--- src/common/xbar_pkg.sv ---
// Memory crossbar shared definitions
// Widths and vector types for the client and memory sides of the crossbar
`default_nettype none

package xbar_pkg;

    // Memory word and byte address
    localparam int ADDR_WIDTH = 32;
    localparam int DATA_WIDTH = 32;

    // Client-local tag carried in the lower ID bits
    localparam int TAG_WIDTH = 5;

    // Client index in the upper ID bits, up to 8 clients
    localparam int CLIENT_IDX_WIDTH = 3;

    // Full ID as seen by the memory
    localparam int MEM_ID_WIDTH = CLIENT_IDX_WIDTH + TAG_WIDTH;

    typedef logic [ADDR_WIDTH-1:0]       addr_t;
    typedef logic [DATA_WIDTH-1:0]       data_t;
    typedef logic [TAG_WIDTH-1:0]        tag_t;
    typedef logic [CLIENT_IDX_WIDTH-1:0] client_idx_t;
    typedef logic [MEM_ID_WIDTH-1:0]     mem_id_t;

endpackage

`default_nettype wire

--- src/common/mem_port_if.sv ---
// Single memory port
// One request channel and one response channel, both valid/ready
`default_nettype none

interface mem_port_if;
    import xbar_pkg::*;

    // Request channel
    logic    req_valid;
    logic    req_ready;
    logic    req_write;
    addr_t   req_addr;
    data_t   req_wdata;
    mem_id_t req_id;

    // Response channel, data is don't care for writes
    logic    resp_valid;
    logic    resp_ready;
    logic    resp_write;
    data_t   resp_data;
    mem_id_t resp_id;

    // Request side of the crossbar
    modport req_src (
        output req_valid, req_write, req_addr, req_wdata, req_id,
        input  req_ready
    );

    // Response side of the crossbar
    modport resp_sink (
        input  resp_valid, resp_write, resp_data, resp_id,
        output resp_ready
    );

    // Memory controller view
    modport mem (
        input  req_valid, req_write, req_addr, req_wdata, req_id,
        output req_ready,
        output resp_valid, resp_write, resp_data, resp_id,
        input  resp_ready
    );

endinterface

`default_nettype wire

--- src/hdl/xbar_arbiter.sv ---
// Crossbar arbiter
// Round-robin grant with a limit on the number of requests in flight
`default_nettype none

module xbar_arbiter #(
    parameter int NUM_CLIENTS = 6,
    parameter int MAX_ISSUE   = 8
) (
    input  wire                    aclk,
    input  wire                    rst_n,
    input  wire  [NUM_CLIENTS-1:0] req_valid,
    input  wire                    slot_free,
    input  wire                    resp_done,
    output logic [NUM_CLIENTS-1:0] grant,
    output logic                   grant_valid
);
    import xbar_pkg::*;

    localparam int CNT_WIDTH = $clog2(MAX_ISSUE + 1);

    client_idx_t          rr_ptr;
    client_idx_t          pick_idx;
    logic                 pick_any;
    logic [CNT_WIDTH-1:0] outstanding;
    logic                 below_max;

    // Client index at a given distance after base, wrapping at NUM_CLIENTS
    function automatic client_idx_t rr_index(input client_idx_t base, input int offset);
        int sum;
        sum = int'(base) + offset;
        if (sum >= NUM_CLIENTS) begin
            sum = sum - NUM_CLIENTS;
        end
        return client_idx_t'(sum);
    endfunction

    // Walk backwards so the nearest requester at or after the pointer wins
    always_comb begin
        pick_idx = rr_ptr;
        pick_any = 1'b0;
        for (int i = NUM_CLIENTS - 1; i >= 0; i--) begin
            if (req_valid[rr_index(rr_ptr, i)]) begin
                pick_idx = rr_index(rr_ptr, i);
                pick_any = 1'b1;
            end
        end
    end

    assign below_max   = outstanding < CNT_WIDTH'(MAX_ISSUE);
    assign grant_valid = pick_any && slot_free && below_max;
    assign grant       = grant_valid ? (NUM_CLIENTS'(1) << pick_idx) : '0;

    // Next search starts after the client just granted
    always_ff @(posedge aclk or negedge rst_n) begin
        if (!rst_n) begin
            rr_ptr <= '0;
        end else if (grant_valid) begin
            rr_ptr <= rr_index(pick_idx, 1);
        end
    end

    // Requests in flight, accept and response in one cycle cancel out
    always_ff @(posedge aclk or negedge rst_n) begin
        if (!rst_n) begin
            outstanding <= '0;
        end else begin
            case ({grant_valid, resp_done})
                2'b10:   outstanding <= outstanding + 1'b1;
                2'b01:   outstanding <= outstanding - 1'b1;
                default: outstanding <= outstanding;
            endcase
        end
    end

endmodule

`default_nettype wire

--- src/hdl/xbar_req_mux.sv ---
// Crossbar request mux
// Picks the granted client, forms the memory ID and registers the request
`default_nettype none

module xbar_req_mux #(
    parameter int NUM_CLIENTS = 6
) (
    input  wire                                     aclk,
    input  wire                                     rst_n,
    input  wire  [NUM_CLIENTS-1:0]                  grant,
    input  wire                                     grant_valid,
    input  wire  [NUM_CLIENTS-1:0]                  cl_req_write,
    input  wire  xbar_pkg::addr_t [NUM_CLIENTS-1:0] cl_req_addr,
    input  wire  xbar_pkg::data_t [NUM_CLIENTS-1:0] cl_req_wdata,
    input  wire  xbar_pkg::tag_t  [NUM_CLIENTS-1:0] cl_req_tag,
    output logic [NUM_CLIENTS-1:0]                  cl_req_ready,
    output logic                                    slot_free,
    mem_port_if.req_src                             mem_port
);
    import xbar_pkg::*;

    client_idx_t grant_idx;
    logic        out_valid;
    logic        out_write;
    addr_t       out_addr;
    data_t       out_wdata;
    mem_id_t     out_id;

    // One-hot to index, the grant never has more than one bit set
    always_comb begin
        grant_idx = '0;
        for (int i = 0; i < NUM_CLIENTS; i++) begin
            if (grant[i]) begin
                grant_idx = grant_idx | client_idx_t'(i);
            end
        end
    end

    assign cl_req_ready = grant;
    assign slot_free    = !out_valid || mem_port.req_ready;

    always_ff @(posedge aclk or negedge rst_n) begin
        if (!rst_n) begin
            out_valid <= 1'b0;
        end else if (grant_valid) begin
            out_valid <= 1'b1;
        end else if (mem_port.req_ready) begin
            out_valid <= 1'b0;
        end
    end

    // Client index goes above the client's own tag
    always_ff @(posedge aclk) begin
        if (grant_valid) begin
            out_write <= cl_req_write[grant_idx];
            out_addr  <= cl_req_addr[grant_idx];
            out_wdata <= cl_req_wdata[grant_idx];
            out_id    <= {grant_idx, cl_req_tag[grant_idx]};
        end
    end

    assign mem_port.req_valid = out_valid;
    assign mem_port.req_write = out_write;
    assign mem_port.req_addr  = out_addr;
    assign mem_port.req_wdata = out_wdata;
    assign mem_port.req_id    = out_id;

endmodule

`default_nettype wire

--- src/hdl/xbar_resp_router.sv ---
// Crossbar response router
// Steers each memory response to the client named in the upper ID bits
`default_nettype none

module xbar_resp_router #(
    parameter int NUM_CLIENTS = 6
) (
    input  wire  [NUM_CLIENTS-1:0]             cl_resp_ready,
    output logic [NUM_CLIENTS-1:0]             cl_resp_valid,
    output logic [NUM_CLIENTS-1:0]             cl_resp_write,
    output xbar_pkg::data_t [NUM_CLIENTS-1:0]  cl_resp_data,
    output xbar_pkg::tag_t  [NUM_CLIENTS-1:0]  cl_resp_tag,
    output logic                               resp_done,
    mem_port_if.resp_sink                      mem_port
);
    import xbar_pkg::*;

    client_idx_t target;
    tag_t        resp_tag;
    logic        target_ok;

    assign target    = mem_port.resp_id[MEM_ID_WIDTH-1 -: CLIENT_IDX_WIDTH];
    assign resp_tag  = mem_port.resp_id[TAG_WIDTH-1:0];
    assign target_ok = int'(target) < NUM_CLIENTS;

    // Only the valid is steered, payload fans out to every lane
    for (genvar i = 0; i < NUM_CLIENTS; i++) begin : g_lane
        assign cl_resp_valid[i] = mem_port.resp_valid && (target == client_idx_t'(i));
        assign cl_resp_write[i] = mem_port.resp_write;
        assign cl_resp_data[i]  = mem_port.resp_data;
        assign cl_resp_tag[i]   = resp_tag;
    end

    // A response for a client that does not exist is drained so the port never hangs
    assign mem_port.resp_ready = target_ok ? cl_resp_ready[target] : 1'b1;
    assign resp_done           = mem_port.resp_valid && mem_port.resp_ready;

endmodule

`default_nettype wire

--- src/hdl/mem_xbar.sv ---
// Memory crossbar top level
// Shares one memory port between the render clients with round-robin arbitration
`default_nettype none

module mem_xbar #(
    parameter int NUM_CLIENTS = 6,
    parameter int MAX_ISSUE   = 8
) (
    input  wire                                        aclk,
    input  wire                                        rst_n,

    // Client request channel
    input  wire  [NUM_CLIENTS-1:0]                     cl_req_valid,
    output logic [NUM_CLIENTS-1:0]                     cl_req_ready,
    input  wire  [NUM_CLIENTS-1:0]                     cl_req_write,
    input  wire  xbar_pkg::addr_t [NUM_CLIENTS-1:0]    cl_req_addr,
    input  wire  xbar_pkg::data_t [NUM_CLIENTS-1:0]    cl_req_wdata,
    input  wire  xbar_pkg::tag_t  [NUM_CLIENTS-1:0]    cl_req_tag,

    // Client response channel
    output logic [NUM_CLIENTS-1:0]                     cl_resp_valid,
    input  wire  [NUM_CLIENTS-1:0]                     cl_resp_ready,
    output logic [NUM_CLIENTS-1:0]                     cl_resp_write,
    output xbar_pkg::data_t [NUM_CLIENTS-1:0]          cl_resp_data,
    output xbar_pkg::tag_t  [NUM_CLIENTS-1:0]          cl_resp_tag,

    // Memory request channel
    output logic                                       mem_req_valid,
    input  wire                                        mem_req_ready,
    output logic                                       mem_req_write,
    output xbar_pkg::addr_t                            mem_req_addr,
    output xbar_pkg::data_t                            mem_req_wdata,
    output xbar_pkg::mem_id_t                          mem_req_id,

    // Memory response channel
    input  wire                                        mem_resp_valid,
    output logic                                       mem_resp_ready,
    input  wire                                        mem_resp_write,
    input  wire  xbar_pkg::data_t                      mem_resp_data,
    input  wire  xbar_pkg::mem_id_t                    mem_resp_id
);

    logic [NUM_CLIENTS-1:0] grant;
    logic                   grant_valid;
    logic                   slot_free;
    logic                   resp_done;

    mem_port_if mem_if ();

    // Memory port pins
    assign mem_req_valid     = mem_if.req_valid;
    assign mem_req_write     = mem_if.req_write;
    assign mem_req_addr      = mem_if.req_addr;
    assign mem_req_wdata     = mem_if.req_wdata;
    assign mem_req_id        = mem_if.req_id;
    assign mem_if.req_ready  = mem_req_ready;
    assign mem_if.resp_valid = mem_resp_valid;
    assign mem_if.resp_write = mem_resp_write;
    assign mem_if.resp_data  = mem_resp_data;
    assign mem_if.resp_id    = mem_resp_id;
    assign mem_resp_ready    = mem_if.resp_ready;

    xbar_arbiter #(
        .NUM_CLIENTS (NUM_CLIENTS),
        .MAX_ISSUE   (MAX_ISSUE)
    ) arb_i (
        .aclk        (aclk),
        .rst_n       (rst_n),
        .req_valid   (cl_req_valid),
        .slot_free   (slot_free),
        .resp_done   (resp_done),
        .grant       (grant),
        .grant_valid (grant_valid)
    );

    xbar_req_mux #(
        .NUM_CLIENTS (NUM_CLIENTS)
    ) req_mux_i (
        .aclk         (aclk),
        .rst_n        (rst_n),
        .grant        (grant),
        .grant_valid  (grant_valid),
        .cl_req_write (cl_req_write),
        .cl_req_addr  (cl_req_addr),
        .cl_req_wdata (cl_req_wdata),
        .cl_req_tag   (cl_req_tag),
        .cl_req_ready (cl_req_ready),
        .slot_free    (slot_free),
        .mem_port     (mem_if.req_src)
    );

    xbar_resp_router #(
        .NUM_CLIENTS (NUM_CLIENTS)
    ) resp_router_i (
        .cl_resp_ready (cl_resp_ready),
        .cl_resp_valid (cl_resp_valid),
        .cl_resp_write (cl_resp_write),
        .cl_resp_data  (cl_resp_data),
        .cl_resp_tag   (cl_resp_tag),
        .resp_done     (resp_done),
        .mem_port      (mem_if.resp_sink)
    );

endmodule

`default_nettype wire

--- config.mk ---
export PLATFORM = sky130hd
export DESIGN_NAME = mem_xbar
export DESIGN_NICKNAME = d
export VERILOG_FILES = /design/src/common/xbar_pkg.sv /design/src/common/mem_port_if.sv /design/src/hdl/xbar_arbiter.sv /design/src/hdl/xbar_req_mux.sv /design/src/hdl/xbar_resp_router.sv /design/src/hdl/mem_xbar.sv
export SDC_FILE = /design/constraint.sdc
export NUM_CORES = 1
export LEC_CHECK = 0
export ABC_AREA = 1
export BUFFER_PORTS_ARGS = -buffer_cell sky130_fd_sc_hd__buf_2
export CORE_AREA = 5 5 303 305
export DETAILED_ROUTE_END_ITERATION = 10
export DIE_AREA = 0 0 308 310
export PLACE_DENSITY = 0.36
export SYNTH_ARGS = -nofsm -noshare
export SYNTH_HDL_FRONTEND = slang
export SYNTH_HIERARCHICAL = 1
export SYNTH_SLANG_ARGS = --single-unit
--- constraint.sdc ---
create_clock -name aclk -period 3.9 [get_ports aclk]
set_input_delay 0.39 -clock aclk [delete_from_list [all_inputs] [get_ports aclk]]
set_output_delay 0.39 -clock aclk [all_outputs]
set_load 0.02 [all_outputs]
Word level (Yosys, flattened, before mapping)
Index checks and enable logic that the tools add are counted.
{"block": "word_totals", "ff_bits": 81, "latch_bits": 0, "ram_bits": 0, "rom_bits": 0, "word_cells": 112, "n_memories": 0}
{"block": "classes", "addsub": 15, "n_mul": 0, "n_div": 0, "order_cmp": 17, "eq_ne": 7, "shift": 1, "mux": 51, "bitwise": 0, "reduce_logical": 14}
{"op": "binary-select mux 32 bit (select 3 bit)", "n": 2}
{"op": "2-to-1 mux 32 bit", "n": 2}
{"op": "2-to-1 mux 3 bit", "n": 15}
{"op": "less-than comparator 3 x 4 -> 1 bit, second input constant", "n": 8}
{"op": "binary-select mux 1 bit (select 3 bit)", "n": 8}
{"op": "greater-or-equal comparator 4 x 3 -> 1 bit, second input constant", "n": 6}
{"op": "2-to-1 mux 1 bit", "n": 18}
{"op": "binary-select mux 5 bit (select 3 bit)", "n": 1}
{"op": "subtractor 3 x 2 -> 3 bit, second input constant", "n": 5}
{"op": "logical AND 1 bit", "n": 9}
{"op": "adder 3 x 1 -> 4 bit, second input constant", "n": 2}
{"op": "adder 3 x 2 -> 4 bit, second input constant", "n": 2}
{"op": "adder 3 x 3 -> 4 bit, second input constant", "n": 2}
{"op": "case mux 4 bit (2 select lines)", "n": 1}
{"op": "equality test 3 x 2 -> 1 bit, second input constant", "n": 2}
{"op": "equality test 3 bit, second input constant", "n": 2}
{"op": "2-to-1 mux 6 bit", "n": 1}
{"op": "left shift 1 x 3 -> 6 bit, first input constant", "n": 1}
{"op": "subtractor 3 bit, second input constant", "n": 2}
{"op": "2-to-1 mux 5 bit", "n": 1}
{"op": "adder 4 x 1 -> 4 bit, second input constant", "n": 1}
{"op": "less-than comparator 4 bit, second input constant", "n": 1}
{"op": "2-to-1 mux 2 bit", "n": 2}
{"op": "nonzero test 2 bit", "n": 2}
{"op": "9 further kinds", "n": 9}

Logic depth before layout (Yosys ltp)
Gate-level depths: netlist of run 1.
{"block": "logic_depth", "ltp_word": 21, "mapped_depth": 34, "ltp_nobuf": 30}

Cells and area by module
The synthesis of run 1 kept the hierarchy.
{"mod": "xbar_req_mux", "instances": 1, "cells_each": 1290, "area_per_inst_um2": 7319.5, "seq_area_each_um2": 2217.1}
{"mod": "xbar_resp_router", "instances": 1, "cells_each": 260, "area_per_inst_um2": 1845.5, "seq_area_each_um2": 0.0}
{"mod": "xbar_arbiter", "instances": 1, "cells_each": 230, "area_per_inst_um2": 1475.2, "seq_area_each_um2": 175.2}

Worst setup path after synthesis of run 1
OpenSTA, ideal clock, no wires.
{"block": "synth_path", "path_type": "register to register", "from": "register arb_i.rr_ptr[0]", "to": "register req_mux_i.out_addr[0] (netlist: req_mux_i/mem_port.req_addr[0]), enable pin", "setup_time_ns": 0.428, "arrival_ns": 3.482, "required_ns": 3.472, "path_slack_ns": -0.010, "stages_incl_launch_ff": 18, "n_path_buf": 2, "path_cell_list": "dfrtp_1 -> buf_6 -> buf_6 -> inv_1 -> ha_1 -> inv_2 -> nand2_4 -> nand2_4 -> nand2_1 -> nand2_1 -> nand3_1 -> nand3_2 -> nand2_2 -> nand2_1 -> nor2_1 -> nand3_1 -> nand3_2 -> inv_1"}
{"block": "synth_via", "elab_chain_len": 13, "elab_cells_between_ends": 43}
{"item": "start: declaration", "line_no": "xbar_arbiter.sv:21", "source": "client_idx_t rr_ptr;"}
{"item": "start signal: assignment", "line_no": "xbar_arbiter.sv:58", "source": "rr_ptr <= rr_index(pick_idx, 1);"}
{"item": "adder 3 x 3 -> 4 bit", "line_no": "xbar_arbiter.sv:30", "source": "sum = int'(base) + offset;"}
{"item": "greater-or-equal comparator 4 x 3 -> 1 bit or subtractor 3 bit (tied branches)", "line_no": "xbar_arbiter.sv:31, xbar_arbiter.sv:32"}
{"item": "2-to-1 mux 3 bit", "line_no": "xbar_arbiter.sv:31", "source": "if (sum >= NUM_CLIENTS) begin"}
{"item": "binary-select mux 1 bit (select 3 bit)", "line_no": "xbar_arbiter.sv:42", "source": "if (req_valid[rr_index(rr_ptr, i)]) begin"}
{"item": "2-to-1 mux 1 bit (not written as such)", "line_no": "xbar_arbiter.sv:42"}
{"item": "2-to-1 mux 1 bit (5 in a row)", "line_no": "xbar_arbiter.sv:42"}
{"item": "2-to-1 mux 1 bit *", "line_no": "xbar_arbiter.sv:42"}
{"item": "logical AND 1 bit * (2 in a row)", "line_no": "xbar_arbiter.sv:50", "source": "assign grant_valid = pick_any && slot_free && below_max;"}
{"item": "net grant_valid", "line_no": "mem_xbar.sv:44", "source": "logic grant_valid;"}
{"item": "end signal: assignment", "line_no": "xbar_req_mux.sv:56", "source": "out_addr <= cl_req_addr[grant_idx];"}
{"item": "end: declaration", "line_no": "xbar_req_mux.sv:25", "source": "addr_t out_addr;"}
The timed path passes the listed nets; every way through them passes the cells marked *. The select of a mux whose other input is x is not followed.
A chain may end at the register's enable or synchronous reset.

Final worst setup path of run 1
{"block": "layout_path", "from": "register arb_i.rr_ptr[1]", "to": "register req_mux_i.out_addr[22] (netlist: req_mux_i/mem_port.req_addr[22]), data pin"}
{"block": "layout_via", "elab_chain_len": 21, "elab_cells_between_ends": 58}
{"item": "adder 3 x 3 -> 4 bit", "line_no": "xbar_arbiter.sv:30"}
{"item": "greater-or-equal comparator 4 x 3 -> 1 bit or subtractor 3 bit (tied branches)", "line_no": "xbar_arbiter.sv:31, xbar_arbiter.sv:32"}
{"item": "2-to-1 mux 3 bit", "line_no": "xbar_arbiter.sv:31"}
{"item": "binary-select mux 1 bit (select 3 bit)", "line_no": "xbar_arbiter.sv:42"}
{"item": "2-to-1 mux 1 bit (not written as such)", "line_no": "xbar_arbiter.sv:42"}
{"item": "2-to-1 mux 1 bit (6 in a row)", "line_no": "xbar_arbiter.sv:42"}
{"item": "logical AND 1 bit (2 in a row)", "line_no": "xbar_arbiter.sv:50"}
{"item": "2-to-1 mux 6 bit *", "line_no": "xbar_arbiter.sv:51", "source": "assign grant = grant_valid ? (NUM_CLIENTS'(1) << pick_idx) : '0;"}
{"item": "2-to-1 mux 1 bit", "line_no": "xbar_req_mux.sv:33", "source": "if (grant[i]) begin"}
{"item": "2-to-1 mux 2 bit (2 in a row)", "line_no": "xbar_req_mux.sv:33"}
{"item": "2-to-1 mux 3 bit", "line_no": "xbar_req_mux.sv:33"}
{"item": "2-to-1 mux 3 bit *", "line_no": "xbar_req_mux.sv:33"}
{"item": "binary-select mux 32 bit (select 3 bit) *", "line_no": "xbar_req_mux.sv:56"}
{"item": "2-to-1 mux 32 bit (not written as such) *", "line_no": "xbar_req_mux.sv:56"}
Every way passes the cells marked *; elsewhere a longest branch is shown, timed or not. The select of a mux whose other input is x is not followed.

==> results of run 1 <==
[repair_timing]
item,in CTS,in global routing
endpoints found under the hold margin,8,0
cloned,3,5
hold buffers,1,0
setup buffers,4,23
pin swaps,3,49
resized for setup,25,107
endpoints found under the setup margin,74,79
[worst max-delay path: stages, from the launching register on]
cell and delay, ns:
dfrtp_1 0.42, inv_4 0.12, ha_4 0.23, nand2_1 0.08, nand3_2 0.10, nand2_2 0.08
nand2_2 0.07, nand2_2 0.08, nand2_1 0.06, nand3_1 0.09, nand2_2 0.11, buf_4 0.15
nor2_1 0.07, nand2_1 0.06, nand2_1 0.09, nand2_2 0.07, a21oi_4 0.13, inv_2 0.05
ha_1 0.19, inv_2 0.06, nor2_4 0.05, buf_4 0.13, nor2_2 0.14, nand2_4 0.09
buf_12 0.16, buf_4 0.18, o211ai_1 0.29, nand2_1 0.08
[final cells by class]
cell class	instances	share of cell area
Clock buffer	9	0.0150
Antenna cell	2	0.000333
Sequential cell	81	0.159
Clock inverter	7	0.00515
Timing Repair Buffer	675	0.287
Inverter	404	0.102
Multi-Input combinational cell	984	0.334
Tap cell	1176	0.0978
[flip-flops by register name, indices dropped and copies added, names as in the netlist]
signal and cells:
arb_i/outstanding 4, arb_i/rr_ptr 3, req_mux_i/mem_port.req_addr 32, req_mux_i/mem_port.req_id 8
req_mux_i/mem_port.req_valid 1, req_mux_i/mem_port.req_wdata 32, req_mux_i/mem_port.req_write 1
[metrics by stage]
stage	TNS, ns	std cells	setup slack (ns)
6_report	0	3338	0.166
5_1_grt	-1.41	3337	-0.0734
2_1_floorplan	0	1780	0.171
4_1_cts	0	3308	0.00126
3_3_place_gp	-27.49	3284	-0.595
3_5_place_dp	-26.89	3284	-0.595
[routing by layer]
layer	vias to the layer above	global-route usage	share of wire
li1	5839	-	-
met4	2	0.0296	0.027
met2	717	0.217	0.50
met1	5169	0.126	0.38
met5	-	0	0.00030
met3	68	0.0413	0.092
[worst paths after layout]
kind                                                  start                                   endpoint  slack [ns]  cells after the start
max                             arb_i/rr_ptr[1]$_DFFE_PN0P_  req_mux_i/mem_port.req_addr[22]$_DFFE_PP_        0.17                     27
min                                        cl_req_addr[157]  req_mux_i/mem_port.req_addr[29]$_DFFE_PP_        0.32                      3
max reg2reg                     arb_i/rr_ptr[1]$_DFFE_PN0P_  req_mux_i/mem_port.req_addr[22]$_DFFE_PP_        0.17                     27
min reg2reg                arb_i/outstanding[0]$_DFFE_PN0P_           arb_i/outstanding[0]$_DFFE_PN0P_        0.51                      1
max in group asynchronous                             rst_n                arb_i/rr_ptr[2]$_DFFE_PN0P_        3.32                      2
min in group asynchronous                             rst_n   req_mux_i/mem_port.req_valid$_DFFE_PN0P_        0.39                      2
[cell families after synthesis]
family / share of synthesized area
AO/OA/AOI/OAI: 0.0713
buffers and inverters: 0.344
flip-flops: 0.225
adder cells (fa/ha/maj): 0.0200
multiplexers: 0.00106
AND/OR/NAND/NOR: 0.333
XOR/XNOR: 0.00564
[synth_stat cells (2+ instances only)]
master    number
inv_2          6
xor2_1         4
edfxtp_1      73
nand2_1      639
nor3_2         2
a21oi_2        3
inv_1        397
nand3_1      160
o21ai_2        6
buf_6          2
ha_1          17
nor2_1        24
o21ai_1        2
o211ai_1      70
buf_1          7
a21oi_1        6
clkbuf_1      17
buf_4        236
nand3_2        3
nand2_2       17
o21ai_0        4
dfrtp_1        8
nor3_1         7
nor2_2         3
nand2_4        2
buf_2         48
==> out/metrics.cfg, run 1 <==
[run_status]
outcome = finished clean

[global_routing]
grt_max_degree = 42
grt_use_total = 0.117
grt-ovfl-total = 0
grt_pass1_vias = 11600
antenna_found_initial = 12
grt_first_pass_wirelength_mm = 80.5

[worst_setup_path]
crit_path_end_kind = flop
critPathKind = reg2reg
startpoint_type = flop
cp.arrival_ns = 3.86
cp_max_fo = 18
crit_required_ns = 4.03

[logic_synthesis]
ys_async_sr_fraction = 0.0988
netlist_area_sq_um = 10600
synth_nets = 2274
synth.avg_cell_area_sq_um = 5.98
yosys_warnings = 6
yosysSeqAreaShare = 0.225
syn_inst = 1780
ys.flop_type = edfxtp_1
yosysTopAreaCell = nand2_1
ys_ff_latch = 81
synth_area_leaders = nand2_1, edfxtp_1, buf_4
synth_edf_count = 73
synth_top_area_frac = 0.225
synth_cell_types = 43

[drt]
drc_errors = 0
postRouteAntennaNets = 0
drt_iter0_drc = 531
via_count = 11800
first_pass_iters = 5
routed_wl_mm = 62.3
wl_per_cell_um = 18.7
avgViaCountPerCell = 3.53

[clock_network]
cts-root-buf = clkbuf_16
cts_tree = done
cts_sinks = 81
path_clk_slew_ns = 0.09
htreeDepth = 3
cts_made_buffers = 9
clk-insertion-delay-late_ns = 0.39
cts.path.max_buffers = 2

[cells_and_area]
most-common-layout-cells = nand2_1, buf_2, inv_1
stdcell_area_sq_um = 15000
finalNetCount = 2649
final_util = 0.169
final_layout_size_suffix_gt1_frac = 0.379
multi_input_area_sq_um = 5030
seqCellArea_sq_um = 2390
num-fill-cells = 10500
syn2layout_area_growth_pct = 41.4
final_common_cell = nand2_1

[sta]
fin_skew_ns = 0.0184
post-route-period-util = 0.957
rsz0062_at_grt = true
fmax_mhz = 268
setup_viol = 0
fin_crit_ns = 3.73
worst_slew_pin_slew_ns = 0.486
holdWs_ns = 0.324
relSlewSlack = 0.676
slew_violations = 0
hold_viol_final = 0

[placed_design]
placed_area_sq_um = 13800
port_buffers = 525
gp_congestion = 0.870
hpwlAfterDp_mm = 49.5

[worst_hold_path]
holdCritPathClass = in2reg

[die]
fp.dieW_um = 308
start_util = 0.119
die-height_um = 310
dieArea_sq_um = 95500
rows = 110
ios = 792
core_area_sq_um = 89000

[run]
cap_violations = 0

Power of run 1 is left out: the tool's default activity adds up to more than one toggle a clock period on the data nets, which glitch-free logic cannot reach.
==> run 2, diff against run 1 <==
GPL_TIMING_DRIVEN = 0   (was not set)
==> run 2 against run 1 <==
The run now ends with negative setup slack left; global-route usage rose by 2.5 points; utilization rose by 5.1 points; final area rose by 30%; count of clock-buffer cells in the layout did not move; sequential share of layout area fell by 3.7 points.
==> out/metrics.cfg, run 2 (synthesized netlist as in run 1, its figures left out) <==
[worst_setup_path]
reg2reg_depth = 23  ; -15%
startpoint_type = flop
crit_slowest_cell = dfrtp_2
critical_path.top_delay_family = simple AND/OR/NAND/NOR gates
critPathKind = reg2reg
crit_required_ns = 4.01  ; -0.02 ns
worst-path-buf-inv = 6  ; -1
crit_path_end_kind = flop
cp.arrival_ns = 4.01  ; +0.15 ns
crit_chain = inv_6 > ha_2 > nand2_1 > o21ai_0 > a211o_1 > nand2_2 > nand2_1 > o21bai_2 > nand2_1 > nand2_2 > nand2_4 > ha_4 > ha_4 > inv_2 > nor2_4 > inv_4 > nand2_8 > buf_6 > nor2_4 > buf_12 > buf_8 > o211ai_1 > nand2_2
critical_path_depth = 23  ; -15%
cp_max_fo = 10  ; -8
max_stage_delay_ns = 0.46  ; +0.04 ns

[die]
start_util = 0.119  ; unchanged
ios = 792  ; unchanged
dieArea_sq_um = 95500  ; unchanged
core_area_sq_um = 89000  ; unchanged
die-height_um = 310  ; unchanged
fp.dieW_um = 308  ; unchanged
rows = 110  ; unchanged

[run_status]
violations = negative setup slack
outcome = finished, violations left

[global_routing]
antenna_found_initial = 17  ; +5
grt_use_total = 0.142  ; +0.0251
grt_pass1_vias = 13300  ; +15%
grt_max_degree = 34  ; -19%
grt-ovfl-total = 0  ; unchanged
grt_first_pass_wirelength_mm = 97.1  ; +21%

[drt]
first_pass_iters = 5  ; unchanged
via_count = 13600  ; +16%
postRouteAntennaNets = 0  ; unchanged
wl_per_cell_um = 19.8  ; +6.1%
drt_iter0_drc = 579  ; +9.0%
avgViaCountPerCell = 3.57  ; +1.1%
drc_errors = 0  ; unchanged
routed_wl_mm = 75.6  ; +21%

[sta]
post-route-period-util = 1.00  ; +0.0431
fin_skew_ns = 0.0151  ; -0.00327 ns
holdWs_ns = 0.324  ; -0.000200 ns
setup_viol = 1  ; +1
slew_violations = 0  ; unchanged
rsz0062_at_grt = true
worst_slew_pin_slew_ns = 0.407  ; -0.0794 ns
relSlewSlack = 0.728  ; +0.0524
fin_ws_ns = -0.00200  ; -0.168 ns
fmax_mhz = 256  ; -4.3%
setup_tns_ns = -0.00200  ; -0.00200 ns
hold_viol_final = 0  ; unchanged
fin_crit_ns = 3.90  ; +0.168 ns

[cells_and_area]
syn2layout_area_growth_pct = 84.3
multi_input_area_sq_um = 5890  ; +17%
final_common_cell = buf_2
stdcell_area_sq_um = 19600  ; +30%
most-common-layout-cells = buf_2, nand2_1, inv_1
num-fill-cells = 10300  ; -1.6%
final_util = 0.220  ; +0.0512
final_layout_size_suffix_gt1_frac = 0.563  ; +0.184
finalNetCount = 3125  ; +18%
seqCellArea_sq_um = 2390  ; about the same

[clock_network]
clk-insertion-delay-late_ns = 0.39  ; about the same
cts_sinks = 81  ; unchanged
cts_made_buffers = 9  ; unchanged
cts.path.max_buffers = 2  ; unchanged
cts_tree = done
cts-root-buf = clkbuf_16
path_clk_slew_ns = 0.08  ; about the same
htreeDepth = 3  ; unchanged

[placed_design]
port_buffers = 753  ; +43%
gp_congestion = 0.838  ; -3.7%
placed_area_sq_um = 15900  ; +16%
hpwlAfterDp_mm = 60.3  ; +22%

[worst_hold_path]
holdCritPathClass = in2reg
hold_depth = 4  ; +1

[run]
cap_violations = 0  ; unchanged

[run 2: per-stage QoR]
stage          setup WS [ns]  instances
6_report            -0.00200       3816
5_1_grt               -0.204       3812
4_1_cts             0.000304       3780
3_5_place_dp           -2.21       3711
3_3_place_gp           -2.26       3709
2_1_floorplan          0.171       1780
[run 2: path summary, 6_finish.rpt]
path,start,endpoint,slack (ns)
min reg2reg,arb_i/outstanding[0]$_DFFE_PN0P_,arb_i/outstanding[0]$_DFFE_PN0P_,0.53
max reg2reg,arb_i/rr_ptr[2]$_DFFE_PN0P_,req_mux_i/mem_port.req_wdata[17]$_DFFE_PP_,-0.002
max in group asynchronous,rst_n,arb_i/rr_ptr[2]$_DFFE_PN0P_,3.30
min,mem_req_ready,req_mux_i/mem_port.req_valid$_DFFE_PN0P_,0.32
max,arb_i/rr_ptr[2]$_DFFE_PN0P_,req_mux_i/mem_port.req_wdata[17]$_DFFE_PP_,-0.002
min in group asynchronous,rst_n,req_mux_i/mem_port.req_valid$_DFFE_PN0P_,0.39
[run 2: worst register-to-register path, delay by kind of cell, from the launching register on]
| kind | cells | cell delay (ns) |
|---|---|---|
| AND/OR/NAND/NOR | 10 | 1.05 |
| AO/OA/AOI/OAI | 4 | 0.79 |
| buffers and inverters | 6 | 0.72 |
| adder cells (fa/ha/maj) | 3 | 0.60 |
| flip-flops | 1 | 0.46 |
[run 2: per-layer routing]
layer / GRT usage / share of wire
met2: 0.258 / 0.50
met5: 0 / 0.00082
met4: 0.0296 / 0.021
met1: 0.170 / 0.41
met3: 0.0346 / 0.067
[run 2: repair_timing]
action	CTS	global route
hold endpoints to repair	8	0
resized for setup	267	339
setup buffers	45	17
cloned	7	19
setup endpoints to repair	80	76
pin swaps	46	137
hold buffers	1	0
[run 2: cell type report]
| type | instances | area share |
|---|---|---|
| multi-input cells | 984 | 0.300 |
| repair buffers | 841 | 0.260 |
| plain buffers | 310 | 0.146 |
| flip-flops and latches | 81 | 0.122 |
| inverters | 404 | 0.0788 |
| well taps | 1176 | 0.0750 |
| clock buffers | 9 | 0.0115 |
| clock inverters | 7 | 0.00600 |
| diodes | 4 | 0.000510 |
Power of run 2 is left out for the same reason.
==> run 3, diff against run 2 <==
CTS_CLUSTER_SIZE = 10   (was not set)
PLACE_DENSITY = not set   (was 0.36)
==> run 3 against run 2 <==
The flow still finishes with violations (negative setup slack); utilization fell by 0.77 points; via count rose by 1.5%; hold slack got worse by 0.0091 ns; critical path type unchanged.
==> out/metrics.cfg, run 3 (synthesized netlist as in run 1, its figures left out) <==
[worst_setup_path]
crit-reg2reg-launch = arb_i/rr_ptr[0]$_DFFE_PN0P_
r2r_end = req_mux_i/mem_port.req_wdata[23]$_DFFE_PP_
crit_path_end_kind = flop
crit_slowest_cell = dfrtp_1
cp.arrival_ns = 4.05  ; +0.04 ns
reg2reg_depth = 28  ; +22%
critPathKind = reg2reg
max_stage_delay_ns = 0.39  ; -0.07 ns
critical_path.top_delay_family = simple AND/OR/NAND/NOR gates
worst-path-buf-inv = 7  ; +1
startpoint_type = flop
crit_required_ns = 4.01  ; about the same
reg2reg_slack_ns = -0.04  ; -0.04 ns
cp_max_fo = 6  ; -4

[clock_network]
cts-root-buf = clkbuf_16
path_clk_slew_ns = 0.08  ; about the same
cts_tree = done
cts.path.max_buffers = 2  ; unchanged
clk-insertion-delay-late_ns = 0.39  ; about the same
cts_sinks = 81  ; unchanged
cts_made_buffers = 9  ; unchanged
htreeDepth = 3  ; unchanged

[worst_hold_path]
hold_depth = 4  ; unchanged
holdCritPathClass = in2reg
min_from = mem_req_ready
whs_endpoint = req_mux_i/mem_port.req_valid$_DFFE_PN0P_

[global_routing]
busiest_layer = met2
grt_max_degree = 40  ; +18%
grt_pass1_vias = 13100  ; -1.5%
use_met3 = 0.0360  ; +0.00143
grt_use_total = 0.131  ; -0.0106
antenna_found_initial = 11  ; -6
grt_use_met2 = 0.224  ; -0.0338
grt_first_pass_wirelength_mm = 90.0  ; -7.3%
grt-ovfl-total = 0  ; unchanged
grtUsageMet1 = 0.159  ; -0.0105

[placed_design]
hpwlAfterDp_mm = 57.6  ; -4.5%
port_buffers = 753  ; unchanged
gp_congestion = 0.951  ; +13%
pre_cts_ws_ns = -1.79  ; +0.421 ns

[cells_and_area]
final_common_cell = buf_2
syn2layout_area_growth_pct = 77.9
final_layout_size_suffix_gt1_frac = 0.539  ; -0.0239
finalNetCount = 3101  ; -0.77%
num-fill-cells = 10200  ; -1.6%
most-common-layout-cells = buf_2, nand2_1, inv_1
final_util = 0.213  ; -0.00767
multi_input_area_sq_um = 5640  ; -4.3%
seqCellArea_sq_um = 2390  ; unchanged

[run_status]
violations = negative setup slack
outcome = finished, violations left

[die]
ios = 792  ; unchanged
rows = 110  ; unchanged
fp.dieW_um = 308  ; unchanged
start_util = 0.119  ; unchanged
die-height_um = 310  ; unchanged
dieArea_sq_um = 95500  ; unchanged
core_area_sq_um = 89000  ; unchanged

[run]
cap_violations = 0  ; unchanged

[sta]
hold_viol_final = 0  ; unchanged
slew_violations = 0  ; unchanged
fin_crit_ns = 3.94  ; +0.0353 ns
setup_tns_ns = -0.0373  ; -0.0353 ns
rsz0062_at_grt = true
post-route-period-util = 1.01  ; +0.00906
setup_viol = 1  ; unchanged
holdWs_ns = 0.315  ; -0.00910 ns
fmax_mhz = 254  ; -0.90%
fin_skew_ns = 0.0128  ; -0.00229 ns
worst_slew_pin_slew_ns = 0.464  ; +0.0572 ns
relSlewSlack = 0.690  ; -0.0382
fin_ws_ns = -0.0373  ; -0.0353 ns

[drt]
wl_per_cell_um = 18.6  ; -6.1%
postRouteAntennaNets = 0  ; unchanged
via_count = 13800  ; +1.5%
avgViaCountPerCell = 3.65  ; +2.1%
first_pass_iters = 6  ; +1
drt_iter0_drc = 892  ; +54%
drc_errors = 0  ; unchanged
routed_wl_mm = 70.5  ; -6.8%

## run 3: cell count changes in the layout (fill, tap and decap cells not counted), sizes merged, moves of 2 or more
cell    change
buf        -18
clkbuf      -6
clkinv      -2
diode       -2
inv         +4
## run 3: area by class of cell
cell class,count,area share
well taps,1176,0.0777
clock inverters,7,0.00555
plain buffers,307,0.147
flip-flops and latches,81,0.127
diodes,2,0.000264
multi-input cells,984,0.298
inverters,404,0.0813
clock buffers,9,0.0119
repair buffers,820,0.252
## run 3: repair_timing
item / CTS / global route
pin swaps: 30 / 84
setup endpoints to repair: 79 / 77
setup buffers: 32 / 13
endpoints found under the hold margin: 8 / 0
hold buffers: 1 / 0
gates resized for setup: 190 / 323
cloned: 3 / 15
## run 3: worst max path at each step
stage	start	to	slack, ns	cells after the start
6_report	arb_i/rr_ptr[0]$_DFFE_PN0P_	req_mux_i/mem_port.req_wdata[23]$_DFFE_PP_	-0.04	28
5_1_grt	arb_i/rr_ptr[2]$_DFFE_PN0P_	req_mux_i/mem_port.req_wdata[27]$_DFFE_PP_	-0.20	21
4_1_cts	arb_i/rr_ptr[0]$_DFFE_PN0P_	req_mux_i/mem_port.req_wdata[23]$_DFFE_PP_	-0.07	28
3_5_place_dp	arb_i/rr_ptr[1]$_DFFE_PN0P_	req_mux_i/mem_port.req_addr[13]$_DFFE_PP_	-1.79	27
3_3_place_gp	arb_i/rr_ptr[0]$_DFFE_PN0P_	req_mux_i/mem_port.req_wdata[23]$_DFFE_PP_	-2.21	29
2_1_floorplan	arb_i/rr_ptr[0]$_DFFE_PN0P_	req_mux_i/mem_port.req_addr[19]$_DFFE_PP_	0.17	30
## run 3: worst register-to-register path: cells and delay by family, from the launching register on
family          cells  cell delay, ns
simple gates       16            1.35
fa+ha+maj           3            0.54
compound gates      2            0.58
buf+inv             7            0.82
flops               1            0.39
## run 3: metrics by stage
stage / instances / area [sq um]
2_1_floorplan: 1780 / 10600
3_3_place_gp: 3709 / 15900
3_5_place_dp: 3712 / 15900
4_1_cts: 3762 / 17300
5_1_grt: 3788 / 18900
6_report: 3790 / 18900
## run 3: per-layer routing
metal	vias to the layer above	wire length (um)	share of wire
li1	6749	-	-
met1	6318	28200	0.40
met2	666	33600	0.48
met3	93	6220	0.088
met4	2	2490	0.035
met5	-	13	0.00018
Power of run 3 is left out for the same reason.
